**config.mk**
```make
export PLATFORM = sky130hd
export DESIGN_NAME = tcb_gpio
export DESIGN_NICKNAME = d
export VERILOG_FILES = /design/src/source/tcb_pkg.sv /design/src/source/tcb_gpio.sv
export SDC_FILE = /design/constraint.sdc
export NUM_CORES = 1
export LEC_CHECK = 0
export ABC_AREA = 1
export BUFFER_PORTS_ARGS = -buffer_cell sky130_fd_sc_hd__buf_2
export CELL_PAD_IN_SITES_DETAIL_PLACEMENT = 0
export CELL_PAD_IN_SITES_GLOBAL_PLACEMENT = 1
export CORE_MARGIN = 3
export CORE_UTILIZATION = 32
export CTS_CLUSTER_DIAMETER = 200
export DETAILED_ROUTE_END_ITERATION = 8
export PLACE_DENSITY_LB_ADDON = 0.1
export RECOVER_POWER = 50
export REMOVE_ABC_BUFFERS = 1
export SLEW_MARGIN = 20
export SYNTH_ARGS = -nofsm -noshare
export SYNTH_HDL_FRONTEND = slang
export SYNTH_SLANG_ARGS = --single-unit
```
**constraint.sdc**
```tcl
create_clock -name sub -period 1.7 [get_ports sub]
set_input_delay 0.51 -clock sub [delete_from_list [all_inputs] [get_ports sub]]
set_output_delay 0.51 -clock sub [all_outputs]
set_load 0.02 [all_outputs]
```
**src/source/tcb_pkg.sv**
```systemverilog
/*
 * shared TCB definitions
 * bus widths, vector typedefs, request and response structs,
 * decoder port count, port indices and address map type
 */
`default_nettype none

package tcb_pkg;

  //////////////////////////////////////////////////
  // widths
  //////////////////////////////////////////////////

  // byte address and data word
  localparam int unsigned TCB_AW = 32;
  localparam int unsigned TCB_DW = 32;
  // one enable per byte lane
  localparam int unsigned TCB_BW = TCB_DW / 8;

  typedef logic [TCB_AW-1:0] tcb_adr_t;
  typedef logic [TCB_DW-1:0] tcb_dat_t;
  typedef logic [TCB_BW-1:0] tcb_ben_t;

  //////////////////////////////////////////////////
  // bus structs
  //////////////////////////////////////////////////

  // request phase, manager to subordinate
  typedef struct packed {
    logic     vld;
    logic     wen;
    tcb_ben_t ben;
    tcb_adr_t adr;
    tcb_dat_t wdt;
  } tcb_req_t;

  // rdt/err belong to the response phase, rdy to the request phase
  typedef struct packed {
    tcb_dat_t rdt;
    logic     err;
    logic     rdy;
  } tcb_rsp_t;

  // decoded ports and their order, lowest index wins on overlap
  localparam int unsigned TCB_PN        = 2;
  localparam int unsigned TCB_PORT_MEM  = 0;
  localparam int unsigned TCB_PORT_GPIO = 1;

  // one base or mask per decoded port
  typedef tcb_adr_t [TCB_PN-1:0] tcb_map_t;

endpackage

`default_nettype wire

```
**src/source/tcb_gpio.sv**
```systemverilog
/*
 * TCB GPIO
 * output register at offset 0, synchronized input at offset 4,
 * one wait state per request, err on write to the input
 */
`default_nettype none

module tcb_gpio #(
  // pin count, 1 to 32
  parameter int unsigned GPIO_W = 16
)(
  input  logic              sub,
  input  logic              rst_n,
  input  tcb_pkg::tcb_req_t req,
  output tcb_pkg::tcb_rsp_t rsp,
  output logic [GPIO_W-1:0] gpo,
  input  logic [GPIO_W-1:0] gpi
);

  import tcb_pkg::*;

  // address bit that picks the register
  localparam int unsigned REG_SEL = 2;
  typedef logic [GPIO_W-1:0] gpio_t;

  gpio_t    gpo_q;
  gpio_t    gpi_meta;
  gpio_t    gpi_sync;
  tcb_dat_t gpo_wrd;
  tcb_dat_t rdt_q;
  logic     err_q;
  logic     wait_q;
  logic     reg_gpi;
  logic     trn;

  //////////////////////////////////////////////////
  // handshake
  //////////////////////////////////////////////////

  // set on first request cycle, cleared by the transfer
  always_ff @(posedge sub or negedge rst_n) begin
    if (!rst_n) begin
      wait_q <= 1'b0;
    end else begin
      wait_q <= req.vld & ~wait_q;
    end
  end

  assign trn     = req.vld & wait_q;
  assign reg_gpi = req.adr[REG_SEL];

  //////////////////////////////////////////////////
  // registers
  //////////////////////////////////////////////////

  // merge enabled lanes over current output value
  always_comb begin
    gpo_wrd = tcb_dat_t'(gpo_q);
    for (int b = 0; b < TCB_BW; b++) begin
      if (req.ben[b]) begin
        gpo_wrd[8*b +: 8] = req.wdt[8*b +: 8];
      end
    end
  end

  always_ff @(posedge sub or negedge rst_n) begin
    if (!rst_n) begin
      gpo_q    <= '0;
      gpi_meta <= '0;
      gpi_sync <= '0;
    end else begin
      // two flop sync, gpi is async to sub
      gpi_meta <= gpi;
      gpi_sync <= gpi_meta;
      if (trn && req.wen && !reg_gpi) begin
        gpo_q <= gpo_wrd[GPIO_W-1:0];
      end
    end
  end

  // input register is read only
  always_ff @(posedge sub or negedge rst_n) begin
    if (!rst_n) begin
      err_q <= 1'b0;
    end else if (trn) begin
      err_q <= req.wen & reg_gpi;
    end
  end

  // upper bits read as zero
  always_ff @(posedge sub) begin
    if (trn) begin
      if (req.wen) begin
        rdt_q <= '0;
      end else begin
        rdt_q <= reg_gpi ? tcb_dat_t'(gpi_sync) : tcb_dat_t'(gpo_q);
      end
    end
  end

  assign gpo     = gpo_q;
  assign rsp.rdt = rdt_q;
  assign rsp.err = err_q;
  assign rsp.rdy = wait_q;

endmodule

`default_nettype wire

```
==> key figures, run 1 <==
Place
  • Port buffer count: 72
  • Pre-CTS WS: 0.223 ns
  • HPWL Detailed: 3.59 mm
  • Placed Cells: 370
  • Placer Congestion: 0.697

Setup path
  • CP cell instances: buf_2
  • Delay-heaviest family, CP: flip-flops
  • WP buf/inv: 1
  • Slowest CP cell: dfrtp_1
  • Reg2Reg Launch Point: wait_q
  • Largest stage delay on the critical path: 0.41 ns
  • FF-to-FF path depth: 5
  • CP Capture Type: output pin
  • R2r setup slk: 0.53 ns
  • Worst-path maximum fanout: 3
  • Critical path arrival: 0.92 ns
  • Critical Path RT: 1.19 ns
  • Setup CP Type: flip-flop to output pin
  • Setup crit start kind: flip-flop
  • Worst R2R End: gpo[3]

Route
  • WL/cell: 14.0 µm
  • WL met1: 2.24 mm
  • DR top layer: met4
  • TritonRoute pass-1 iters: 4
  • Detailed-route via count: 1,650
  • Post-Route WL: 5.39 mm
  • Wire length on met3: 335 µm
  • DRC: 0
  • Met2 WL: 2.73 mm
  • Post-route ant nets: 0
  • Drt via density: 4.27
  • Initial detailed-routing violation count: 67

Min path
  • Hold EP: gpi_meta[12]
  • Hold depth: 1
  • Hold Crit Class: input pin to flip-flop
  • Hold path start: gpi[12]

Synth
  • Seq/Total Area, Yosys: 71.4%
  • Synthesis Warnings: 0
  • Syn avg cell area: 12.0 µm²
  • Synthesized flop and latch total: 66
  • Largest area contributor in the netlist: dfrtp_1
  • Mapped Cells: 202
  • Area share of the largest cell type after synthesis: 51.6%
  • Mapped cell area: 2430 µm²
  • Top cells by area, synth: dfrtp_1 (52%), edfxtp_1 (20%), buf_4 (6.5%)
  • Post-synthesis cell type count: 16

Power and ir drop
  • Clk pwr share: 40.9%
  • Switching pwr: 1020 µW
  • Register share of total power: 46.1%
  • Pwr Total: 4020 µW
  • Internal power: 2990 µW
  • Peak supply drop: 0.447 mV
  • Switching portion of total power: 25.5%
  • Logic pwr share: 13.0%
  • Leak Pwr: 0.00155 µW
  • Power per cell area: 1300 nW/µm²

Clock tree
  • CTS clk-pin slew, worst paths: 0.07 ns
  • CTS HTree Levels: 3
  • Root Buffer: clkbuf_8
  • CTS buffer count: 9
  • Clk_lat worst skew: 0.33 ns
  • Hold buffers post-CTS: 0
  • # resized after CTS: 0
  • CTS sink cnt: 66
  • CTS tree: done
  • Longest Clk Path Bufs: 2
  • Postcts setup bufs: 0

Timing
  • Min cycle time layout: 1.43 ns
  • Final setup violation count: 0
  • Worst Skew: 0.00545 ns
  • Rel. slew slack: 17.6%
  • Worst Max-Slew Pin Slew: 1.24 ns
  • Final hold vios: 0
  • Hold slack: 0.275 ns
  • Unrepaired setup endpoints after global routing: no
  • Total negative slack: 0 ns
  • Slew Viols, Final: 0
  • FMAX: 700 MHz
  • Final period utilization: 84.1%
  • Final Worst Setup Slack: 0.271 ns

GRT
  • Vias in the first global route: 1,616
  • Total congestion overflow: 0
  • First-pass GRT wire length: 8.69 mm
  • Total Routing Usage GR: 13.6%
  • Largest net degree at the start of global routing: 51
  • Initial antenna violation count: 0

Die
  • Die Ht: 93.1 µm
  • # IOs: 138
  • Die area: 8660 µm²
  • Initial core utilization: 33.3%
  • Row count: 31
  • Chip width: 93.1 µm
  • Area of the core: 7290 µm²

Cells and area
  • Layout cell share with drive strength beyond 1: 35.2%
  • Final non-filler cell total: 386
  • Most frequent cells in the layout: buf_2 (72), dfrtp_1 (50), nand2_1 (35)
  • # diodes: 0
  • Area growth syn-to-layout: 27.4%
  • Net count reported at finish: 370
  • Most common cell after layout, fill and taps aside: buf_2

Status
  • Status: finished, final reports clean

Run
  • Max-cap violations: 0
==> cells in the mapped netlist <==
master,number
conb_1,1
nand2_1,35
o21ai_1,1
buf_4,21
edfxtp_1,16
nand3_2,2
nand4_1,16
inv_1,3
nand2_2,1
o21ai_0,15
buf_2,5
nor2_8,1
buf_6,1
nor2_1,33
inv_2,1
dfrtp_1,50
==> sequential cells by signal (all words and copies together), names as in the netlist <==
signal	cells
err_q	1
gpo	16
rdt_q	16
gpi_meta	16
wait_q	1
gpi_sync	16
==> how the worst max path moves through the flow <==
| stage | startpoint | end | slack, ns | depth (start not counted) |
|---|---|---|---|---|
| 2_1_floorplan | req[68] | gpo[0] | 0.37 | 5 |
| 3_3_place_gp | req[34] | rdt_q[13] | 0.23 | 5 |
| 3_5_place_dp | req[34] | rdt_q[7] | 0.22 | 5 |
| 4_1_cts | gpo[6] | gpo[6] | 0.25 | 1 |
| 5_1_grt | rst_n | gpi_sync[10] | 0.18 | 2 |
| 6_report | gpo[6] | gpo[6] | 0.27 | 1 |
==> power by group through the flow <==
stage | Combinational [µW] | Sequential [µW] | Clock [µW]
3_5_place_dp | 537 | 1880 | 0
4_1_cts | 539 | 1850 | 1690
6_report | 523 | 1850 | 1640
2_1_floorplan | 155 | 2000 | 0
3_3_place_gp | 532 | 1880 | 0
5_1_grt | 581 | 1870 | 1780
==> routing by layer <==
metal	track usage, %	vias up
met1	17.0	794
met4	5.49	0
met2	21.4	52
met3	4.83	10
met5	0	-
li1	-	794
==> cell families (layout without fill, tap and decap cells) <==
kind of cell	count (synthesis)	count (layout)	synth area share, %
other	1	16	0.155
AO/OA/AOI/OAI	16	16	3.30
flip-flops	66	66	71.4
buffers and inverters	31	101	8.61
AND/OR/NAND/NOR	88	88	16.6
==> metrics by stage <==
step | instance area, µm² | util (%)
global placement | 2850 | 39.1
detailed placement | 2850 | 39.1
floorplan | 2290 | -
CTS | 3110 | 42.6
finish | 3090 | 42.4
global route | 3090 | 42.4
==> worst reg2reg max path: cells and delay by family, from the launching register on <==
kind	cells	cell delay [ns]
flops	1	0.38
simple gates	5	0.69
==> area by class of cell <==
cell class	count	area (µm²)
Clock inverter	4	97.6
Sequential cell	66	1730
Fill cell	736	4200
Timing Repair Buffer	81	425
Clock buffer	12	155
Multi-Input combinational cell	120	542
Inverter	4	15.0
Tap cell	99	124
Power figures use the tool's default switching activity.
==> run 2, diff against run 1 <==
Settings changed: CORE_UTILIZATION 32 to 29.
Clock period 1.7 ns to 1.27 ns, I/O delays scaled along.
==> run 2 against run 1 <==
The flow now finishes with violations (negative setup slack). Sequential power grew 35%. Via count grew 6.7%. Sequential share of layout area is 4.7 points lower. Global-route usage fell by 0.69 points. Clock-buffer cell count did not move. Non-clock buffer count rose by 26. Routed wire length increased by 7.1%. Cell count is 7.5% higher. Worst setup slack worse by 0.28 ns. Combinational power grew 100%. Die area grew 9.7%. Critical path type unchanged. Largest power group unchanged.
==> key figures, run 2 (synthesis results as in run 1) <==
Timing
  • Final hold vios: 0 (unchanged)
  • Min cycle time layout: 1.28 ns
  • FMAX: 781 MHz
  • Final Worst Setup Slack: -0.0109 ns (-0.282 ns)
  • Worst Skew: 0.0130 ns (+0.00754 ns)
  • Rel. slew slack: 66.0% (+48 points)
  • Unrepaired setup endpoints after global routing: yes
  • Slew Viols, Final: 0 (unchanged)
  • Final setup violation count: 5 (+5)
  • Final period utilization: 101%
  • Worst Max-Slew Pin Slew: 0.509 ns (-0.726 ns)

Setup path
  • CP Depth: 1 (unchanged)
  • Critical Path RT: 0.89 ns (-0.30 ns)
  • Slowest CP cell: dfrtp_1
  • CP cell instances: buf_6
  • WP buf/inv: 1 (unchanged)
  • Worst-path maximum fanout: 2 (-1)
  • Critical path arrival: 0.90 ns (-0.02 ns)
  • CP Capture Type: output pin
  • Setup crit start kind: flip-flop
  • R2r setup slk: 0.14 ns (-0.39 ns)
  • FF-to-FF path depth: 3 (-2)
  • Setup CP Type: flip-flop to output pin
  • Largest stage delay on the critical path: 0.42 ns (about the same)
  • Delay-heaviest family, CP: flip-flops

Clock tree
  • CTS tree: done
  • CTS clk-pin slew, worst paths: 0.07 ns (about the same)
  • CTS HTree Levels: 3 (unchanged)
  • CTS buffer count: 9 (unchanged)
  • CTS sink cnt: 66 (unchanged)
  • Clk_lat worst skew: 0.34 ns (about the same)
  • Longest Clk Path Bufs: 2 (unchanged)
  • Root Buffer: clkbuf_8

Power and ir drop
  • Peak supply drop: 0.704 mV (+58%)
  • Power per cell area: 1490 nW/µm² (+15%)
  • Pwr Total: 5020 µW (+25%)
  • Leak Pwr: 0.00168 µW (+8.7%)

Die
  • Area of the core: 7930 µm² (+8.7%)
  • # IOs: 138 (unchanged)
  • Initial core utilization: 30.6% (-2.7 points)
  • Die Ht: 97.5 µm (+4.7%)
  • Die area: 9500 µm² (+9.7%)
  • Row count: 32 (+3.2%)
  • Chip width: 97.5 µm (+4.7%)

Route
  • Detailed-route via count: 1,761 (+6.7%)
  • TritonRoute pass-1 iters: 4 (unchanged)
  • Initial detailed-routing violation count: 70 (+4.5%)
  • Drt via density: 4.24 (-0.73%)
  • Post-route ant nets: 0 (unchanged)
  • Post-Route WL: 5.77 mm (+7.1%)
  • DRC: 0 (unchanged)
  • WL/cell: 13.9 µm (-0.39%)

Cells and area
  • Layout cell share with drive strength beyond 1: 39.0% (+3.8 points)
  • Final Core Density: 42.6% (+0.17 points)
  • # diodes: 0 (unchanged)
  • Most frequent cells in the layout: dfrtp_1 (50), buf_2 (47), nand2_1 (35)
  • Area growth syn-to-layout: 39.0%
  • Net count reported at finish: 396 (+7.0%)
  • Most common cell after layout, fill and taps aside: dfrtp_1

Run
  • Max-cap violations: 0 (unchanged)

Place
  • Placer Congestion: 0.733 (+5.2%)
  • Port buffer count: 72 (unchanged)
  • Pre-CTS WS: 0.0131 ns (-0.210 ns)
  • HPWL Detailed: 4.09 mm (+14%)

GRT
  • M3 GR Usage: 4.09% (-0.74 points)
  • Initial antenna violation count: 0 (unchanged)
  • First-pass GRT wire length: 9.43 mm (+8.5%)
  • Vias in the first global route: 1,845 (+14%)
  • Met1 Use GR: 15.9% (-1.1 points)
  • Total Routing Usage GR: 12.9% (-0.69 points)
  • Largest net degree at the start of global routing: 21 (-59%)
  • Total congestion overflow: 0 (unchanged)
  • M2 GR Usage: 20.4% (-0.96 points)
  • Global route hottest layer: met2

Status
  • Violations in the final reports: negative setup slack
  • Status: complete, but fails checks

Min path
  • Hold Crit Class: input pin to flip-flop
  • Hold depth: 1 (unchanged)
[run 2: cell count changes in the layout (fill, tap and decap cells not counted), moves of 2 or more]
cell,change
clkbuf_4,+2
buf_6,+24
clkbuf_8,-2
bufinv_16,-3
clkinv_2,+3
buf_4,+23
nand3_2,-2
buf_2,-25
nand3_4,+2
clkbuf_1,+2
[run 2: final timing paths]
kind / startpoint / end
setup reg to reg: wait_q / rdt_q[13]
max in group asynchronous: rst_n / gpi_meta[5]
hold / removal: gpi[15] / gpi_meta[15]
setup / recovery: gpo[6] / gpo[6]
hold reg to reg: gpi_meta[5] / gpi_sync[5]
min in group asynchronous: rst_n / gpo[8]
[run 2: per-stage QoR]
| step | std cells | hold WS (ns) | TNS (ns) | area (µm²) |
|---|---|---|---|---|
| after global placement | 380 | 0.322 | 0 | 2930 |
| after CTS | 411 | 0.129 | -0.190 | 3320 |
| after global routing | 415 | 0.123 | -0.564 | 3370 |
| after floorplan | 190 | 0.0854 | -0.890 | 2290 |
| after detailed placement | 380 | 0.321 | 0 | 2930 |
| final | 415 | 0.143 | -0.0306 | 3370 |
[run 2: worst register-to-register path, delay by kind of cell (launching register included)]
family	cells	cell delay [ns]
AND/OR/NAND/NOR	1	0.13
flip-flops	1	0.39
buffers and inverters	2	0.32
[run 2: layout make-up]
class | instances | area [µm²]
Inverter | 4 | 15.0
Multi-Input combinational cell | 120 | 557
Clock inverter | 4 | 18.8
Fill cell | 802 | 4550
Timing Repair Buffer | 107 | 788
Sequential cell | 66 | 1730
Clock buffer | 12 | 135
Tap cell | 102 | 128
[run 2: report_power, final]
part	switching [µW]	internal, µW
logic	542	527
registers	125	2370
clock network	763	694
[run 2: timing repair]
action,in CTS,in global routing
hold endpoints to repair,12,0
hold buffers,1,0
buffers inserted,14,4
gates resized for setup,37,13
endpoints found under the setup margin,21,41
[run 2: metal layers]
metal	up-vias	wire [µm]
li1	847	-
met1	843	2480
met2	60	2800
met3	11	372
met4	0	110
met5	-	0
==> run 3, diff against run 2 <==
Settings changed: PLACE_DENSITY set to 0.85, PLACE_DENSITY_LB_ADDON 0.1 to unset.
==> run 3 against run 2 <==
The flow still finishes with violations (negative setup slack). Total power up 14%. Worst setup slack better by 0.0097 ns. Cell count down 0.96%. Sequential cell count unchanged. Sequential share of layout area down 0.84 points. Core utilization up 0.71 points. Maximum frequency up 0.76%. Clock skew down 0.0048 ns. Hold slack better by 0.0068 ns.
==> key figures, run 3 (synthesis results as in run 1) <==
Timing
  • Total negative slack: -0.00123 ns (+0.0294 ns)
  • Worst Max-Slew Pin Slew: 0.680 ns (+0.170 ns)
  • Final Worst Setup Slack: -0.00123 ns (+0.00968 ns)
  • Final period utilization: 100% (-0.76 points)
  • Worst Skew: 0.00819 ns (-0.00480 ns)
  • Final setup violation count: 1 (-4)
  • Rel. slew slack: 54.7% (-11 points)
  • Slew Viols, Final: 0 (unchanged)
  • Unrepaired setup endpoints after global routing: yes
  • Min cycle time layout: 1.27 ns (-0.00968 ns)
  • Hold slack: 0.150 ns (+0.00681 ns)
  • FMAX: 787 MHz (+0.76%)
  • Final hold vios: 0 (unchanged)

Clock tree
  • Longest Clk Path Bufs: 2 (unchanged)
  • Clk_lat worst skew: 0.33 ns (about the same)
  • CTS clk-pin slew, worst paths: 0.07 ns (about the same)
  • CTS buffer count: 9 (unchanged)
  • CTS tree: done
  • CTS HTree Levels: 3 (unchanged)
  • Hold buffers post-CTS: 0 (-1)
  • Root Buffer: clkbuf_8
  • CTS sink cnt: 66 (unchanged)

Status
  • Status: complete, but fails checks
  • Violations in the final reports: negative setup slack

Die
  • Initial core utilization: 30.6% (unchanged)
  • Chip width: 97.5 µm (unchanged)
  • Die Ht: 97.5 µm (unchanged)
  • Row count: 32 (unchanged)
  • Area of the core: 7930 µm² (unchanged)
  • Die area: 9500 µm² (unchanged)
  • # IOs: 138 (unchanged)

Setup path
  • Largest stage delay on the critical path: 0.39 ns (-0.03 ns)
  • CP cell instances: buf_2
  • Setup crit start kind: flip-flop
  • Slowest CP cell: dfrtp_1
  • WP buf/inv: 1 (unchanged)
  • CP Capture Point: gpo[0]
  • Worst R2R End: rdt_q[11]
  • Setup CP Type: flip-flop to output pin
  • R2r setup slk: 0.11 ns (-0.03 ns)
  • FF-to-FF path depth: 4 (+1)
  • Delay-heaviest family, CP: flip-flops
  • CP Capture Type: output pin
  • Critical path arrival: 0.89 ns (about the same)
  • CP Depth: 1 (unchanged)
  • Worst-path maximum fanout: 2 (unchanged)
  • Worst setup path start: gpo[0]
  • Reg2Reg Launch Point: gpo[11]
  • Critical Path RT: 0.89 ns (about the same)

Cells and area
  • Area growth syn-to-layout: 41.4%
  • Layout cell share with drive strength beyond 1: 40.1% (+1.2 points)
  • Net count reported at finish: 392 (-1.0%)
  • # diodes: 0 (unchanged)
  • Most frequent cells in the layout: dfrtp_1 (50), buf_2 (47), nand2_1 (35)
  • Filler cell count: 747 (-6.9%)
  • Most common cell after layout, fill and taps aside: dfrtp_1

Route
  • TritonRoute pass-1 iters: 4 (unchanged)
  • DRC: 0 (unchanged)
  • Post-Route WL: 5.51 mm (-4.5%)
  • WL/cell: 13.4 µm (-3.6%)
  • Detailed-route via count: 1,731 (-1.7%)
  • Initial detailed-routing violation count: 47 (-33%)
  • Post-route ant nets: 0 (unchanged)
  • Drt via density: 4.21 (-0.75%)

Place
  • Port buffer count: 72 (unchanged)
  • HPWL Detailed: 3.73 mm (-8.8%)
  • Pre-CTS WS: -0.000306 ns (-0.0134 ns)
  • Placer Congestion: 0.712 (-2.9%)

GRT
  • First-pass GRT wire length: 8.83 mm (-6.3%)
  • Total Routing Usage GR: 12.0% (-0.85 points)
  • Largest net degree at the start of global routing: 51 (+140%)
  • Total congestion overflow: 0 (unchanged)
  • Vias in the first global route: 1,751 (-5.1%)
  • Initial antenna violation count: 0 (unchanged)

Run
  • Max-cap violations: 0 (unchanged)

Power and ir drop
  • Leak Pwr: 0.00171 µW (+1.6%)
  • Peak supply drop: 0.605 mV (-14%)
  • Pwr Total: 5720 µW (+14%)
  • Power per cell area: 1670 nW/µm² (+12%)

Min path
  • Hold depth: 1 (unchanged)
  • Hold Crit Class: input pin to flip-flop
run 3: cell count changes in the layout (fill, tap and decap cells not counted), sizes merged:
cell	previous run	this run
bufinv	0	3
clkbuf	15	12
clkinv	4	2
buf	103	102
dlygate4sd3	1	0
run 3: how the worst min path moves through the flow:
stage / end / from / slack, ns
after CTS: gpi_meta[9] / rst_n / 0.03
after global routing: gpi_meta[2] / gpi[2] / 0.13
after floorplan: err_q / rst_n / 0.09
after global placement: gpi_sync[12] / gpi_meta[12] / 0.33
after detailed placement: gpi_sync[3] / gpi_meta[3] / 0.33
final: gpi_meta[3] / gpi[3] / 0.15
run 3: power breakdown:
group | internal, µW | switching, µW | leakage [µW]
Clock | 1400 | 764 | 0.000129
Combinational | 515 | 548 | 0.000824
Sequential | 2370 | 117 | 0.000755
Total | 4290 | 1430 | 0.00171
run 3: through the flow:
step	area (µm²)	utilization, %	instances
after CTS	3340	42.1	408
after detailed placement	2900	36.6	377
final	3430	43.3	411
after floorplan	2290	-	190
after global placement	2900	36.6	377
after global routing	3430	43.3	411
run 3: area by class of cell:
type                    count  area (µm²)  area share (%)
clock inverters             5         100            2.92
multi-input cells         120         542            15.8
repair buffers            103         762            22.2
inverters                   4        15.0           0.438
flip-flops and latches     66        1730            50.5
clock buffers              11         151            4.41
well taps                 102         128            3.72
run 3: layer usage:
| metal | vias up | track usage (%) | part of all wire, % |
|---|---|---|---|
| li1 | 839 | - | - |
| met1 | 823 | 15.1 | 42 |
| met2 | 58 | 18.3 | 50 |
| met3 | 11 | 3.30 | 5.3 |
| met4 | 0 | 7.45 | 2.7 |
| met5 | - | 0 | 0 |
run 3: timing repair:
item | CTS | global route
gates resized for setup | 25 | 25
endpoints found under the setup margin | 21 | 31
buffers inserted | 15 | 3
pin swaps | 0 | 0
