==> src/source/tcb_pkg.sv <==
/*
 * shared TCB definitions
 * bus widths, vector typedefs, request and response structs,
 * decoder port count, port indices and address map type
 */
`default_nettype none

package tcb_pkg;

  //////////////////////////////////////////////////
  // widths
  //////////////////////////////////////////////////

  // byte address and data word
  localparam int unsigned TCB_AW = 32;
  localparam int unsigned TCB_DW = 32;
  // one enable per byte lane
  localparam int unsigned TCB_BW = TCB_DW / 8;

  typedef logic [TCB_AW-1:0] tcb_adr_t;
  typedef logic [TCB_DW-1:0] tcb_dat_t;
  typedef logic [TCB_BW-1:0] tcb_ben_t;

  //////////////////////////////////////////////////
  // bus structs
  //////////////////////////////////////////////////

  // request phase, manager to subordinate
  typedef struct packed {
    logic     vld;
    logic     wen;
    tcb_ben_t ben;
    tcb_adr_t adr;
    tcb_dat_t wdt;
  } tcb_req_t;

  // rdt/err belong to the response phase, rdy to the request phase
  typedef struct packed {
    tcb_dat_t rdt;
    logic     err;
    logic     rdy;
  } tcb_rsp_t;

  // decoded ports and their order, lowest index wins on overlap
  localparam int unsigned TCB_PN        = 2;
  localparam int unsigned TCB_PORT_MEM  = 0;
  localparam int unsigned TCB_PORT_GPIO = 1;

  // one base or mask per decoded port
  typedef tcb_adr_t [TCB_PN-1:0] tcb_map_t;

endpackage

`default_nettype wire

==> src/source/tcb_dec.sv <==
/*
 * TCB address decoder
 * request fan-out to memory and GPIO, response multiplexer,
 * error responder for unmapped addresses
 */
`default_nettype none

module tcb_dec #(
  // base and mask per port, index 0 memory, index 1 GPIO
  parameter tcb_pkg::tcb_map_t DEC_ADR = {32'h0000_1000, 32'h0000_0000},
  parameter tcb_pkg::tcb_map_t DEC_MSK = {32'hFFFF_FFF8, 32'hFFFF_FC00}
)(
  input  logic              sub,
  input  logic              rst_n,
  // subordinate side, outside manager connects here
  input  tcb_pkg::tcb_req_t req,
  output tcb_pkg::tcb_rsp_t rsp,
  // manager side, one per peripheral
  output tcb_pkg::tcb_req_t mem_req,
  input  tcb_pkg::tcb_rsp_t mem_rsp,
  output tcb_pkg::tcb_req_t gpio_req,
  input  tcb_pkg::tcb_rsp_t gpio_rsp
);

  import tcb_pkg::*;

  // select codes 0..TCB_PN-1 plus one extra "none" code
  localparam int unsigned SW = $clog2(TCB_PN + 1);
  typedef logic [SW-1:0] sel_t;
  localparam sel_t SEL_NONE = sel_t'(TCB_PN);

  logic [TCB_PN-1:0] dec_hit;
  // request phase select, combinational
  sel_t              req_sel;
  // response phase select, registered on transfer
  sel_t              rsp_sel;
  logic              trn;

  // ports mapped into arrays for indexing
  tcb_req_t [TCB_PN-1:0] prt_req;
  tcb_rsp_t [TCB_PN-1:0] prt_rsp;

  assign mem_req  = prt_req[TCB_PORT_MEM];
  assign gpio_req = prt_req[TCB_PORT_GPIO];

  assign prt_rsp[TCB_PORT_MEM]  = mem_rsp;
  assign prt_rsp[TCB_PORT_GPIO] = gpio_rsp;

  //////////////////////////////////////////////////
  // decoder
  //////////////////////////////////////////////////

  // masked address against masked base, one bit per port
  always_comb begin
    for (int i = 0; i < TCB_PN; i++) begin
      dec_hit[i] = (req.adr & DEC_MSK[i]) == (DEC_ADR[i] & DEC_MSK[i]);
    end
  end

  // priority pick, walked downwards so the lowest hit is kept
  always_comb begin
    req_sel = SEL_NONE;
    for (int i = TCB_PN - 1; i >= 0; i--) begin
      if (dec_hit[i]) begin
        req_sel = sel_t'(i);
      end
    end
  end

  // shared fields go everywhere, vld only to the selected port
  always_comb begin
    for (int i = 0; i < TCB_PN; i++) begin
      prt_req[i]     = req;
      prt_req[i].vld = req.vld & (req_sel == sel_t'(i));
    end
  end

  //////////////////////////////////////////////////
  // response
  //////////////////////////////////////////////////

  assign trn = req.vld & rsp.rdy;

  // remember who answers in the next cycle
  always_ff @(posedge sub or negedge rst_n) begin
    if (!rst_n) begin
      rsp_sel <= sel_t'(TCB_PORT_MEM);
    end else if (trn) begin
      rsp_sel <= req_sel;
    end
  end

  // unmapped default: ready at once, then rdt 0 with err
  always_comb begin
    rsp.rdy = 1'b1;
    rsp.rdt = '0;
    rsp.err = 1'b1;
    for (int i = 0; i < TCB_PN; i++) begin
      // request phase follows the live decode
      if (req_sel == sel_t'(i)) begin
        rsp.rdy = prt_rsp[i].rdy;
      end
      // response phase follows the registered select
      if (rsp_sel == sel_t'(i)) begin
        rsp.rdt = prt_rsp[i].rdt;
        rsp.err = prt_rsp[i].err;
      end
    end
  end

endmodule

`default_nettype wire

==> config.mk <==
export PLATFORM = sky130hd
export DESIGN_NAME = tcb_dec
export DESIGN_NICKNAME = d
export VERILOG_FILES = /design/src/source/tcb_pkg.sv /design/src/source/tcb_dec.sv
export SDC_FILE = /design/constraint.sdc
export NUM_CORES = 1
export LEC_CHECK = 0
export BUFFER_PORTS_ARGS = -buffer_cell sky130_fd_sc_hd__clkbuf_2
export CAP_MARGIN = 20
export CORE_AREA = 10 10 112 114
export CTS_CLUSTER_DIAMETER = 30
export CTS_CLUSTER_SIZE = 16
export DETAILED_ROUTE_END_ITERATION = 7
export DIE_AREA = 0 0 122 124
export PLACE_DENSITY_LB_ADDON = 0.08
export SLEW_MARGIN = 5
export SYNTH_ARGS = -nofsm -noshare
export SYNTH_HDL_FRONTEND = slang
export SYNTH_SLANG_ARGS = --single-unit
==> constraint.sdc <==
create_clock -name sub -period 2 [get_ports sub]
set_input_delay 0.4 -clock sub [delete_from_list [all_inputs] [get_ports sub]]
set_output_delay 0.4 -clock sub [all_outputs]
set_load 0.01 [all_outputs]
==> impl_metrics.prom, run 1 <==
# TYPE chip_impl_metric gauge
chip_impl_metric{name="crit_path_max_fanout",unit=""} 3
chip_impl_metric{name="grt.met1_usage",unit=""} 0.0685
chip_impl_metric{name="largest_reg_flops",unit=""} 2
chip_impl_metric{name="part_of_the_power_in_registers",unit=""} 0.083
chip_impl_metric{name="design.core.area",unit="µm²"} 10200
chip_impl_metric{name="cell_internal_pwr",unit="W"} 0.000357
chip_impl_metric{name="fin_worst_skew",unit="ns"} 0
chip_impl_metric{name="first_pass_grt_wire_length",unit="mm"} 10.1
chip_impl_metric{name="post_drt_wl_per_cell",unit="µm"} 15.6
chip_impl_info{name="critical_path.reg2reg.endpoint",value="rsp_sel[0]"} 1
chip_impl_metric{name="grt_util_met3",unit=""} 0.0534
chip_impl_metric{name="ys_ff_latch",unit=""} 2
chip_impl_info{name="ys_top_cells_by_area",value="buf_4 (58%), mux2i_1 (18%), nor2_1 (7.0%)"} 1
chip_impl_info{name="critPathLaunch",value="req[51]"} 1
chip_impl_metric{name="initialDrtViolationCount",unit=""} 23
chip_impl_info{name="synth_area_leader_cell",value="buf_4"} 1
chip_impl_metric{name="maxSlewHeadroom",unit=""} 0.709
chip_impl_metric{name="cts.sink_count",unit=""} 2
chip_impl_metric{name="dp_hpwl",unit="mm"} 6.52
chip_impl_metric{name="synth_seq_area_share",unit=""} 0.0282
chip_impl_metric{name="ant_nets",unit=""} 0
chip_impl_metric{name="clkSlewWorstSetupHoldPaths",unit="ns"} 0.03
chip_impl_metric{name="cells_after_synthesis",unit=""} 240
chip_impl_metric{name="yosys_warnings",unit=""} 0
chip_impl_metric{name="io_buffer_count",unit=""} 193
chip_impl_info{name="endpoint",value="mem_req[69]"} 1
chip_impl_metric{name="grt_util_all_layers",unit=""} 0.0820
chip_impl_info{name="worst_setup_path_end_kind",value="primary output"} 1
chip_impl_info{name="mostFrequentLayoutCell",value="clkbuf_2"} 1
chip_impl_info{name="global_route.peak_usage_layer",value="met2"} 1
chip_impl_metric{name="final.period_utilization",unit=""} 1.04
chip_impl_metric{name="initial_antenna_violation_count",unit=""} 0
chip_impl_metric{name="worst-r2r-cell-count",unit=""} 4
chip_impl_metric{name="switching_share_of_power",unit=""} 0.372
chip_impl_metric{name="max_slew.worst_pin.slew",unit="ns"} 0.437
chip_impl_metric{name="setup_tns",unit="ns"} -0.255
chip_impl_info{name="holdCritPathClass",value="in2async"} 1
chip_impl_metric{name="chipHeight",unit="µm"} 124
chip_impl_metric{name="setup_slack_reg_to_reg",unit="ns"} 0.69
chip_impl_metric{name="clk-insertion-delay-late",unit="ns"} 0.21
chip_impl_metric{name="synth.lib_cells_used.distinct",unit=""} 25
chip_impl_metric{name="via_count_of_the_first_global_routing_pass",unit=""} 1871
chip_impl_metric{name="setup_viol_count_final",unit=""} 3
chip_impl_metric{name="nNetsFinal",unit=""} 458
chip_impl_metric{name="drive_gt1_frac",unit=""} 0.726
chip_impl_metric{name="top_level_ports",unit=""} 314
chip_impl_metric{name="cellPowerDensity",unit="nW/µm²"} 266
chip_impl_metric{name="globalplace.congestion",unit=""} 0.775
chip_impl_info{name="largest-register",value="rsp_sel"} 1
chip_impl_metric{name="overflow",unit=""} 0
chip_impl_metric{name="maximum_vdd_drop",unit="V"} 0.000156
chip_impl_metric{name="final_core_util",unit=""} 0.210
chip_impl_metric{name="pre_cts_ws",unit="ns"} -0.240
chip_impl_info{name="ctsRootBufferMaster",value="clkbuf_8"} 1
chip_impl_info{name="critical_path.startpoint_type",value="input port"} 1
chip_impl_metric{name="synth_largest_type_area_fraction",unit=""} 0.583
chip_impl_metric{name="final_critical_path_setup_slack",unit="ns"} -0.0868
chip_impl_metric{name="diodes",unit=""} 0
chip_impl_metric{name="cts_htree_levels",unit=""} 1
chip_impl_metric{name="clk_path_buf_depth",unit=""} 2
chip_impl_metric{name="start_util",unit=""} 0.174
chip_impl_metric{name="cts_buffers",unit=""} 3
chip_impl_metric{name="power.switching",unit="W"} 0.000212
chip_impl_metric{name="first_pass_iters",unit=""} 3
chip_impl_metric{name="synthesis.nets",unit=""} 380
chip_impl_info{name="regToRegStartpoint",value="rsp_sel[0]"} 1
chip_impl_metric{name="rows",unit=""} 37
chip_impl_metric{name="worst-endpoint-required",unit="ns"} 1.60
chip_impl_metric{name="n_fill_cell",unit=""} 1195
chip_impl_metric{name="remaining_drc_errors",unit=""} 0
chip_impl_metric{name="die_width",unit="µm"} 122
chip_impl_metric{name="die_area",unit="µm²"} 15100
chip_impl_info{name="reg.largest.list",value="rsp_sel: 2 flops"} 1
chip_impl_info{name="run_status",value="finished, violations left"} 1
chip_impl_metric{name="via_per_inst",unit=""} 3.73
chip_impl_metric{name="post_synthesis_average_cell_area",unit="µm²"} 7.40
chip_impl_metric{name="report.final.hold_viol_count",unit=""} 0
chip_impl_metric{name="wirelength",unit="mm"} 7.06
chip_impl_metric{name="fmax",unit="MHz"} 479
chip_impl_metric{name="area_growth",unit="%"} 20.7
chip_impl_metric{name="data_arrival_at_the_endpoint_of_the_critical_path",unit="ns"} 1.69
chip_impl_info{name="cts_tree",value="built"} 1
chip_impl_metric{name="pwr-share-comb",unit=""} 0.620
chip_impl_metric{name="maximum_number_of_pins_on_one_net_before_global_route_repair",unit=""} 25
chip_impl_metric{name="max-cap-violations",unit=""} 0
chip_impl_metric{name="slew_violations",unit=""} 0
chip_impl_metric{name="clkPwrFrac",unit=""} 0.297
chip_impl_metric{name="leakage",unit="nW"} 1.17
chip_impl_metric{name="groute.layer.met2.usage",unit=""} 0.147
chip_impl_info{name="grt_setup_unrepaired",value="yes"} 1
chip_impl_info{name="critical_path_class",value="in2out"} 1
chip_impl_info{name="failed_checks",value="setup timing"} 1
chip_impl_metric{name="route.vias.total",unit=""} 1689
chip_impl_metric{name="post_synthesis_cell_area",unit="µm²"} 1780
chip_impl_metric{name="post-route-min-period",unit="ns"} 2.09
chip_impl_info{name="layout.cells.most_common_list",value="clkbuf_2 (191), nor2_1 (33), mux2i_1 (32), buf_4 (22)"} 1
-- power by group through the flow --
| stage | registers [W] | logic, W | clock network [W] |
|---|---|---|---|
| 2_1_floorplan | 0.0000428 | 0.000359 | 0 |
| 5_1_grt | 0.0000484 | 0.000393 | 0.000185 |
| 3_5_place_dp | 0.0000483 | 0.000357 | 0 |
| 3_3_place_gp | 0.0000486 | 0.000360 | 0 |
| 6_report | 0.0000475 | 0.000353 | 0.000169 |
| 4_1_cts | 0.0000479 | 0.000362 | 0.000175 |
-- kinds of logic (layout without fill, tap and decap cells) --
kind of cell / after synthesis / count (layout) / share of synthesized area
buffers and inverters: 147 / 224 / 0.605
and+or+nand+nor: 51 / 51 / 0.154
muxes: 32 / 32 / 0.180
AOI/OAI and AO/OA: 8 / 8 / 0.0331
DFF: 2 / 2 / 0.0282
-- worst max-delay path, cell delays in order --
cell and delay [ns]:
buf_6 0.09, or4_4 0.54, nor4_4 0.29, nor3b_2 0.20
buf_2 0.15
-- metal layers --
metal  vias to the layer above  wire, µm
li1                        799         -
met1                       701      1990
met2                       156      3530
met3                        33      1270
met4                         0       263
met5                         -         0
-- cells in the mapped netlist --
cell        n
buf_4     138
nor2_1     33
mux2i_1    32
buf_2       4
clkbuf_1    4
nor4_1      4
nor2b_1     3
dfrtp_1     2
nand2_1     2
nor4_4      2
or4_4       2
a211o_1     1
a22o_1      1
a22oi_1     1
and3_2      1
inv_1       1
nand2b_1    1
nand4_1     1
nor3_1      1
nor3b_1     1
o21a_1      1
o21ai_0     1
o21ai_1     1
o21bai_1    1
o221ai_1    1
-- cell type report --
type,instances,area (µm²),share of cell area
tap,136,170,0.0793
multi-input combinational,91,667,0.311
sequential,2,51.3,0.0239
clock buffer,4,45.0,0.0210
timing repair buffer,219,1210,0.563
inverter,1,3.75,0.00175
-- per-stage QoR --
stage                     hold WS, ns  area [µm²]  power, W  instances
after floorplan                 0.104        1780  0.000402        240
after global placement          0.190        2040  0.000409        444
after detailed placement        0.195        2040  0.000405        444
after CTS                       0.516        2130  0.000585        452
after global routing            0.524        2140  0.000626        453
final                           0.516        2140  0.000570        453
-- what timing repair did --
action                     CTS  global route
setup buffers                3             1
hold endpoints to repair     2             0
hold buffers                 1             0
gates resized for setup      3             3
pin swaps                    2             3
cloned                       0             0
setup endpoints to repair    3             3
-- worst min-delay path by stage --
stage	from	to	slack (ns)	depth (start not counted)
after global placement	rst_n	rsp_sel[1]	0.19	1
after floorplan	rst_n	rsp_sel[0]	0.10	0
after detailed placement	rst_n	rsp_sel[1]	0.19	1
after CTS	rst_n	rsp_sel[0]	0.52	2
after global routing	rst_n	rsp_sel[0]	0.52	2
final	rst_n	rsp_sel[0]	0.52	2
Note: power is estimated with default switching activity, not from simulation.
==> inputs of run 2 (changes only) <==
Settings changed: BUFFER_PORTS_ARGS -buffer_cell sky130_fd_sc_hd__clkbuf_2 to -buffer_cell sky130_fd_sc_hd__buf_2.
==> run 2 against run 1 <==
  * The run still ends with setup timing left
  * Via count is 1.8% lower
  * Total power is 0.54% higher
  * Global-route usage is 0.24 points lower
  * Non-clock buffer count is 4 lower
  * Clock-buffer cell count stayed put
  * Setup slack worse by 0.033 ns
  * Die area stayed put
  * Cell count is 0.88% lower
  * Utilization hardly changed
  * Hold slack better by 0.0040 ns
  * Critical path type unchanged
  * Critical endpoint unchanged
==> impl_metrics.prom, run 2 (synthesis results as in run 1) <==
# TYPE chip_impl_metric gauge
chip_impl_info{name="run_status",value="finished, violations left"} 1
chip_impl_info{name="failed_checks",value="setup timing"} 1
chip_impl_metric{name="via_count_of_the_first_global_routing_pass",unit=""} 1797
chip_impl_metric{name="first_pass_iters",unit=""} 4
chip_impl_metric{name="crit_path_max_fanout",unit=""} 4
chip_impl_info{name="regToRegStartpoint",value="rsp_sel[0]"} 1
chip_impl_metric{name="hold_slack",unit="ns"} 0.520
chip_impl_metric{name="cellPowerDensity",unit="nW/µm²"} 267
chip_impl_metric{name="area_growth",unit="%"} 20.9
chip_impl_metric{name="grt_util_all_layers",unit=""} 0.0796
chip_impl_metric{name="design.core.area",unit="µm²"} 10200
chip_impl_metric{name="via_per_inst",unit=""} 3.69
chip_impl_metric{name="drive_gt1_frac",unit=""} 0.722
chip_impl_metric{name="clkPwrFrac",unit=""} 0.301
chip_impl_metric{name="route.vias.total",unit=""} 1659
chip_impl_metric{name="largest_reg_flops",unit=""} 2
chip_impl_metric{name="clk_path_buf_depth",unit=""} 2
chip_impl_metric{name="cts_buffers",unit=""} 3
chip_impl_metric{name="clk-insertion-delay-late",unit="ns"} 0.21
chip_impl_metric{name="rows",unit=""} 37
chip_impl_info{name="critical_path_class",value="in2out"} 1
chip_impl_metric{name="switching_share_of_power",unit=""} 0.374
chip_impl_info{name="layout.cells.most_common_list",value="buf_2 (189), nor2_1 (33), mux2i_1 (32), buf_4 (18), buf_6 (4)"} 1
chip_impl_metric{name="final.period_utilization",unit=""} 1.06
chip_impl_metric{name="cts_htree_levels",unit=""} 1
chip_impl_metric{name="data_arrival_at_the_endpoint_of_the_critical_path",unit="ns"} 1.72
chip_impl_metric{name="dp_hpwl",unit="mm"} 6.37
chip_impl_metric{name="maximum_vdd_drop",unit="V"} 0.000156
chip_impl_metric{name="n_fill_cell",unit=""} 1156
chip_impl_metric{name="first_pass_grt_wire_length",unit="mm"} 9.64
chip_impl_info{name="largest-register",value="rsp_sel"} 1
chip_impl_metric{name="setup_tns",unit="ns"} -0.249
chip_impl_metric{name="die_area",unit="µm²"} 15100
chip_impl_metric{name="die_width",unit="µm"} 122
chip_impl_info{name="mostFrequentLayoutCell",value="buf_2"} 1
chip_impl_metric{name="report.final.hold_viol_count",unit=""} 0
chip_impl_info{name="holdCritPathClass",value="in2async"} 1
chip_impl_metric{name="final_critical_path_setup_slack",unit="ns"} -0.120
chip_impl_metric{name="wirelength",unit="mm"} 7.12
chip_impl_metric{name="start_util",unit=""} 0.174
chip_impl_metric{name="post-route-min-period",unit="ns"} 2.12
chip_impl_info{name="critical_path.reg2reg.endpoint",value="rsp_sel[0]"} 1
chip_impl_metric{name="max_slew.worst_pin.slew",unit="ns"} 0.456
chip_impl_info{name="cts_tree",value="built"} 1
chip_impl_metric{name="globalplace.congestion",unit=""} 0.771
chip_impl_metric{name="overflow",unit=""} 0
chip_impl_metric{name="top_level_ports",unit=""} 314
chip_impl_metric{name="remaining_drc_errors",unit=""} 0
chip_impl_info{name="ctsRootBufferMaster",value="clkbuf_8"} 1
chip_impl_metric{name="io_buffer_count",unit=""} 193
chip_impl_metric{name="worst-r2r-cell-count",unit=""} 4
chip_impl_metric{name="maximum_number_of_pins_on_one_net_before_global_route_repair",unit=""} 25
chip_impl_info{name="reg.largest.list",value="rsp_sel: 2 flops"} 1
chip_impl_metric{name="slew_violations",unit=""} 0
chip_impl_metric{name="diodes",unit=""} 0
chip_impl_metric{name="initialDrtViolationCount",unit=""} 28
chip_impl_info{name="critical_path.startpoint_type",value="input port"} 1
chip_impl_metric{name="maxSlewHeadroom",unit=""} 0.696
chip_impl_metric{name="part_of_the_power_in_registers",unit=""} 0.083
chip_impl_metric{name="power.switching",unit="W"} 0.000214
chip_impl_metric{name="ant_nets",unit=""} 0
chip_impl_metric{name="fmax",unit="MHz"} 472
chip_impl_info{name="grt_setup_unrepaired",value="yes"} 1
chip_impl_metric{name="cell_internal_pwr",unit="W"} 0.000358
chip_impl_metric{name="leakage",unit="nW"} 1.14
chip_impl_metric{name="initial_antenna_violation_count",unit=""} 0
chip_impl_metric{name="chipHeight",unit="µm"} 124
chip_impl_info{name="worst_setup_path_end_kind",value="primary output"} 1
chip_impl_metric{name="clkSlewWorstSetupHoldPaths",unit="ns"} 0.03
chip_impl_metric{name="worst-endpoint-required",unit="ns"} 1.60
chip_impl_metric{name="pwr-share-comb",unit=""} 0.616
chip_impl_metric{name="cts.sink_count",unit=""} 2
chip_impl_metric{name="post_drt_wl_per_cell",unit="µm"} 15.9
chip_impl_metric{name="setup_slack_reg_to_reg",unit="ns"} 0.68
chip_impl_metric{name="max-cap-violations",unit=""} 0
chip_impl_metric{name="setup_viol_count_final",unit=""} 3
chip_impl_metric{name="nNetsFinal",unit=""} 454
chip_impl_metric{name="fin_worst_skew",unit="ns"} 0
-- run 2: layout make-up --
| cell class | instances | area [µm²] | area share |
|---|---|---|---|
| Timing Repair Buffer | 215 | 1200 | 0.557 |
| Multi-Input combinational cell | 91 | 682 | 0.317 |
| Tap cell | 136 | 170 | 0.0792 |
| Sequential cell | 2 | 51.3 | 0.0239 |
| Clock buffer | 4 | 45.0 | 0.0210 |
| Inverter | 1 | 3.75 | 0.00175 |
-- run 2: worst max-delay path: stages --
cell and delay [ns]:
buf_6 0.09, or4_4 0.54, nor4_4 0.21, buf_4 0.17
nor3b_2 0.14, buf_2 0.15
-- run 2: power by group through the flow --
stage / Combinational, W / Sequential [W] / Clock (W)
final: 0.000353 / 0.0000477 / 0.000172
after CTS: 0.000359 / 0.0000479 / 0.000180
after floorplan: 0.000359 / 0.0000428 / 0
after global routing: 0.000389 / 0.0000481 / 0.000187
after global placement: 0.000355 / 0.0000487 / 0
after detailed placement: 0.000350 / 0.0000484 / 0
-- run 2: worst max path at each step --
stage	startpoint	end	slack, ns
detailed placement	req[46]	mem_req[69]	-0.22
floorplan	req[46]	mem_req[69]	0.04
finish	req[51]	mem_req[69]	-0.12
global placement	req[46]	mem_req[69]	-0.20
CTS	req[63]	mem_req[69]	-0.14
global route	req[51]	mem_req[69]	-0.20
-- run 2: timing repair --
action,CTS,global route
pin swaps,4,2
setup endpoints to repair,3,3
setup buffers,2,1
gates resized for setup,8,2
gates cloned,0,0
endpoints found under the hold margin,2,0
hold buffers,1,0
-- run 2: per-layer routing --
| layer | share of wire | GRT usage | up-vias |
|---|---|---|---|
| met1 | 0.28 | 0.0622 | 681 |
| met2 | 0.50 | 0.148 | 153 |
| met4 | 0.039 | 0.0410 | 0 |
| met3 | 0.18 | 0.0520 | 38 |
| li1 | - | - | 787 |
| met5 | 0 | 0 | - |
-- run 2: per-stage QoR --
stage,worst slack [ns],instances,instance area [µm²],util,power [W]
final,-0.120,449,2150,0.210,0.000573
after global routing,-0.196,449,2150,0.210,0.000624
after CTS,-0.141,448,2130,0.208,0.000587
after detailed placement,-0.216,441,2020,0.197,0.000399
after global placement,-0.198,441,2020,0.197,0.000404
after floorplan,0.0388,240,1780,-,0.000402
==> inputs of run 3 (changes only) <==
Settings changed: ABC_AREA set to 1, BUFFER_PORTS_ARGS -buffer_cell sky130_fd_sc_hd__buf_2 to -buffer_cell sky130_fd_sc_hd__clkbuf_2, CORE_AREA 10 10 112 114 to 10 10 114 116, DIE_AREA 0 0 122 124 to 0 0 124 126.
==> run 3 against run 2 <==
  * The flow now finishes without violations
  * Critical path depth shrank 1
  * Area after synthesis grew 6.7%
  * Synthesized cell count grew 39%
  * Non-clock buffer count fell by 18
  * Combinational power about the same
  * Sequential power decreased by 7.1%
  * Global-route usage up 0.45 points
  * Critical path type is now reg2out
  * Largest cell class unchanged
==> impl_metrics.prom, run 3 <==
# TYPE chip_impl_metric gauge
chip_impl_metric{name="wirelength",unit="mm"} 7.38
chip_impl_metric{name="via_per_inst",unit=""} 3.68
chip_impl_metric{name="crit_path_max_fanout",unit=""} 25
chip_impl_metric{name="max-cap-violations",unit=""} 0
chip_impl_metric{name="start_util",unit=""} 0.177
chip_impl_metric{name="compound_gate_portion_of_the_synthesized_area",unit=""} 0.00264
chip_impl_metric{name="io_buffer_count",unit=""} 193
chip_impl_metric{name="clkSlewWorstSetupHoldPaths",unit="ns"} 0.03
chip_impl_metric{name="synth_largest_type_area_fraction",unit=""} 0.547
chip_impl_metric{name="cts.repair.resized",unit=""} 0
chip_impl_metric{name="yosys.area_share.adder",unit=""} 0
chip_impl_info{name="critical_path.startpoint_type",value="flop"} 1
chip_impl_metric{name="synth_seq_area_share",unit=""} 0.0264
chip_impl_info{name="slowest_stage",value="dfrtp_1"} 1
chip_impl_metric{name="top_level_ports",unit=""} 314
chip_impl_metric{name="remaining_drc_errors",unit=""} 0
chip_impl_info{name="synth_ff_type",value="dfrtp_1"} 1
chip_impl_metric{name="clk-insertion-delay-late",unit="ns"} 0.21
chip_impl_info{name="synthTopCellsByCount",value="buf_4 (138), nand2_1 (90), nand3_1 (37), inv_1 (26), nor2_1 (21)"} 1
chip_impl_metric{name="via_count_of_the_first_global_routing_pass",unit=""} 2142
chip_impl_info{name="synth_top_family_by_area",value="buffers and inverters"} 1
chip_impl_metric{name="setup_tns",unit="ns"} 0
chip_impl_info{name="cts_tree",value="built"} 1
chip_impl_metric{name="rows",unit=""} 38
chip_impl_metric{name="cts_htree_levels",unit=""} 1
chip_impl_metric{name="dp_hpwl",unit="mm"} 6.57
chip_impl_info{name="mostFrequentLayoutCell",value="clkbuf_2"} 1
chip_impl_metric{name="post_synthesis_cell_area",unit="µm²"} 1900
chip_impl_metric{name="max_slew.worst_pin.slew",unit="ns"} 0.360
chip_impl_metric{name="final.period_utilization",unit=""} 0.917
chip_impl_metric{name="data_arrival_at_the_endpoint_of_the_critical_path",unit="ns"} 1.43
chip_impl_info{name="worstPathCellList",value="inv_1, buf_12, nand3_1, nand2_1, clkbuf_2"} 1
chip_impl_info{name="ctsRootBufferMaster",value="clkbuf_8"} 1
chip_impl_metric{name="finalPower",unit="W"} 0.000553
chip_impl_metric{name="route.vias.total",unit=""} 1940
chip_impl_metric{name="initial_antenna_violation_count",unit=""} 0
chip_impl_metric{name="pre_cts_ws",unit="ns"} 0.201
chip_impl_metric{name="report.final.hold_viol_count",unit=""} 0
chip_impl_info{name="run_status",value="finished clean"} 1
chip_impl_metric{name="synth_xor_xnor_area_share",unit=""} 0
chip_impl_metric{name="first_pass_grt_wire_length",unit="mm"} 10.7
chip_impl_info{name="synth_area_leader_cell",value="buf_4"} 1
chip_impl_metric{name="post_drt_wl_per_cell",unit="µm"} 14.0
chip_impl_metric{name="diodes",unit=""} 0
chip_impl_metric{name="post_synthesis_average_cell_area",unit="µm²"} 5.68
chip_impl_metric{name="synth.mux.area_fraction",unit=""} 0
chip_impl_info{name="holdCritPathClass",value="in2reg"} 1
chip_impl_metric{name="grt_util_all_layers",unit=""} 0.0841
chip_impl_info{name="worst_setup_path_end_kind",value="primary output"} 1
chip_impl_info{name="grt_setup_unrepaired",value="no"} 1
chip_impl_metric{name="cts.sink_count",unit=""} 2
chip_impl_metric{name="cellPowerDensity",unit="nW/µm²"} 268
chip_impl_metric{name="n_fill_cell",unit=""} 1256
chip_impl_info{name="critical_path_class",value="reg2out"} 1
chip_impl_metric{name="first_pass_iters",unit=""} 4
chip_impl_metric{name="fmax",unit="MHz"} 546
chip_impl_info{name="layout.cells.most_common_list",value="clkbuf_2 (193), nand2_1 (90), nand3_1 (37), inv_1 (26), nor2_1 (21)"} 1
chip_impl_metric{name="slew_violations",unit=""} 0
chip_impl_info{name="ys_top_cells_by_area",value="buf_4 (55%), nand2_1 (18%), nand3_1 (9.8%)"} 1
chip_impl_metric{name="maximum_number_of_pins_on_one_net_before_global_route_repair",unit=""} 34
chip_impl_metric{name="initialDrtViolationCount",unit=""} 57
chip_impl_metric{name="chipHeight",unit="µm"} 126
chip_impl_metric{name="synthSimpleGateAreaFrac",unit=""} 0.349
chip_impl_metric{name="clk_path_buf_depth",unit=""} 2
chip_impl_metric{name="drive_gt1_frac",unit=""} 0.535
chip_impl_metric{name="die_width",unit="µm"} 124
chip_impl_metric{name="post-route-min-period",unit="ns"} 1.83
chip_impl_metric{name="maxSlewHeadroom",unit=""} 0.760
chip_impl_info{name="synthMostInstantiatedCell",value="buf_4"} 1
chip_impl_metric{name="largest_reg_flops",unit=""} 2
chip_impl_info{name="reg.largest.list",value="rsp_sel: 2 flops"} 1
chip_impl_metric{name="worst-endpoint-required",unit="ns"} 1.60
chip_impl_metric{name="final_critical_path_setup_slack",unit="ns"} 0.167
chip_impl_metric{name="leakage",unit="nW"} 1.40
chip_impl_metric{name="area_growth",unit="%"} 8.78
chip_impl_metric{name="design.core.area",unit="µm²"} 10700
chip_impl_metric{name="synthesis.nets",unit=""} 474
chip_impl_metric{name="synth.lib_cells_used.distinct",unit=""} 16
chip_impl_metric{name="globalplace.congestion",unit=""} 0.752
chip_impl_metric{name="die_area",unit="µm²"} 15600
chip_impl_metric{name="setup_viol_count_final",unit=""} 0
chip_impl_metric{name="overflow",unit=""} 0
chip_impl_metric{name="fin_worst_skew",unit="ns"} 0
chip_impl_metric{name="cts_buffers",unit=""} 3
chip_impl_metric{name="slowest_delay",unit="ns"} 0.42
chip_impl_metric{name="maximum_vdd_drop",unit="V"} 0.0000964
chip_impl_info{name="largest-register",value="rsp_sel"} 1
chip_impl_metric{name="cells_after_synthesis",unit=""} 334
chip_impl_metric{name="nNetsFinal",unit=""} 529
chip_impl_metric{name="hold_slack",unit="ns"} 0.473
chip_impl_metric{name="yosys_warnings",unit=""} 0
chip_impl_metric{name="ys_ff_latch",unit=""} 2
chip_impl_metric{name="postSynth.asyncResetShare",unit=""} 1.00
chip_impl_metric{name="ant_nets",unit=""} 0
chip_impl_metric{name="synth_enable_flop_cells",unit=""} 0
## run 3: report_power, final
| part | switching, W | internal, W | leakage [nW] |
|---|---|---|---|
| Sequential | 0.00000207 | 0.0000422 | 0.0247 |
| Clock | 0.0000295 | 0.000127 | 0.0216 |
| Combinational | 0.000187 | 0.000165 | 1.35 |
## run 3: final cells by class
| cell class | count | area, µm² | share of cell area |
|---|---|---|---|
| inverter | 28 | 105 | 0.0510 |
| clock buffer | 3 | 41.3 | 0.0200 |
| timing repair buffer | 197 | 1020 | 0.496 |
| sequential | 2 | 50.0 | 0.0243 |
| tap | 140 | 175 | 0.0850 |
| multi-input combinational | 157 | 667 | 0.323 |
## run 3: cells by family (layout without fill, tap and decap cells)
group	count (synthesis)	after routing
buffers and inverters	175	228
flip-flops	2	2
AO/OA/AOI/OAI	1	1
AND/OR/NAND/NOR	156	156
## run 3: path summary, 6_finish.rpt
check                             from         end  slack, ns  depth (start not counted)
max                         rsp_sel[1]     rsp[29]       0.17                          5
max in group asynchronous        rst_n  rsp_sel[0]       1.37                          2
max reg2reg                 rsp_sel[1]  rsp_sel[1]       1.34                          2
min reg2reg                 rsp_sel[0]  rsp_sel[0]       0.50                          2
min                        gpio_rsp[0]  rsp_sel[0]       0.47                          3
min in group asynchronous        rst_n  rsp_sel[1]       0.53                          2
## run 3: critical path, delay by kind of cell, from the launching register on
| family | cells | cell delay [ns] |
|---|---|---|
| flip-flops | 1 | 0.42 |
| AND/OR/NAND/NOR | 2 | 0.18 |
| buffers and inverters | 3 | 0.62 |
## run 3: routing by layer
layer / vias to the layer above / part of all wire / global-route usage
li1: 991 / - / -
met1: 782 / 0.35 / 0.0835
met2: 138 / 0.47 / 0.147
met3: 29 / 0.14 / 0.0331
met4: 0 / 0.033 / 0.0427
met5: - / 0 / 0
## run 3: repair_timing
action                                  CTS  global route
setup buffers                             0             0
endpoints found under the hold margin     2             0
endpoints found under the setup margin    0             0
hold buffers                              1             0
## run 3: through the flow
stage                     utilization  std cells  instance area, µm²
after global placement          0.188        523                2010
after detailed placement        0.188        523                2010
after global routing            0.193        527                2060
after CTS                       0.193        527                2060
final                           0.193        527                2060
after floorplan                     -        334                1900
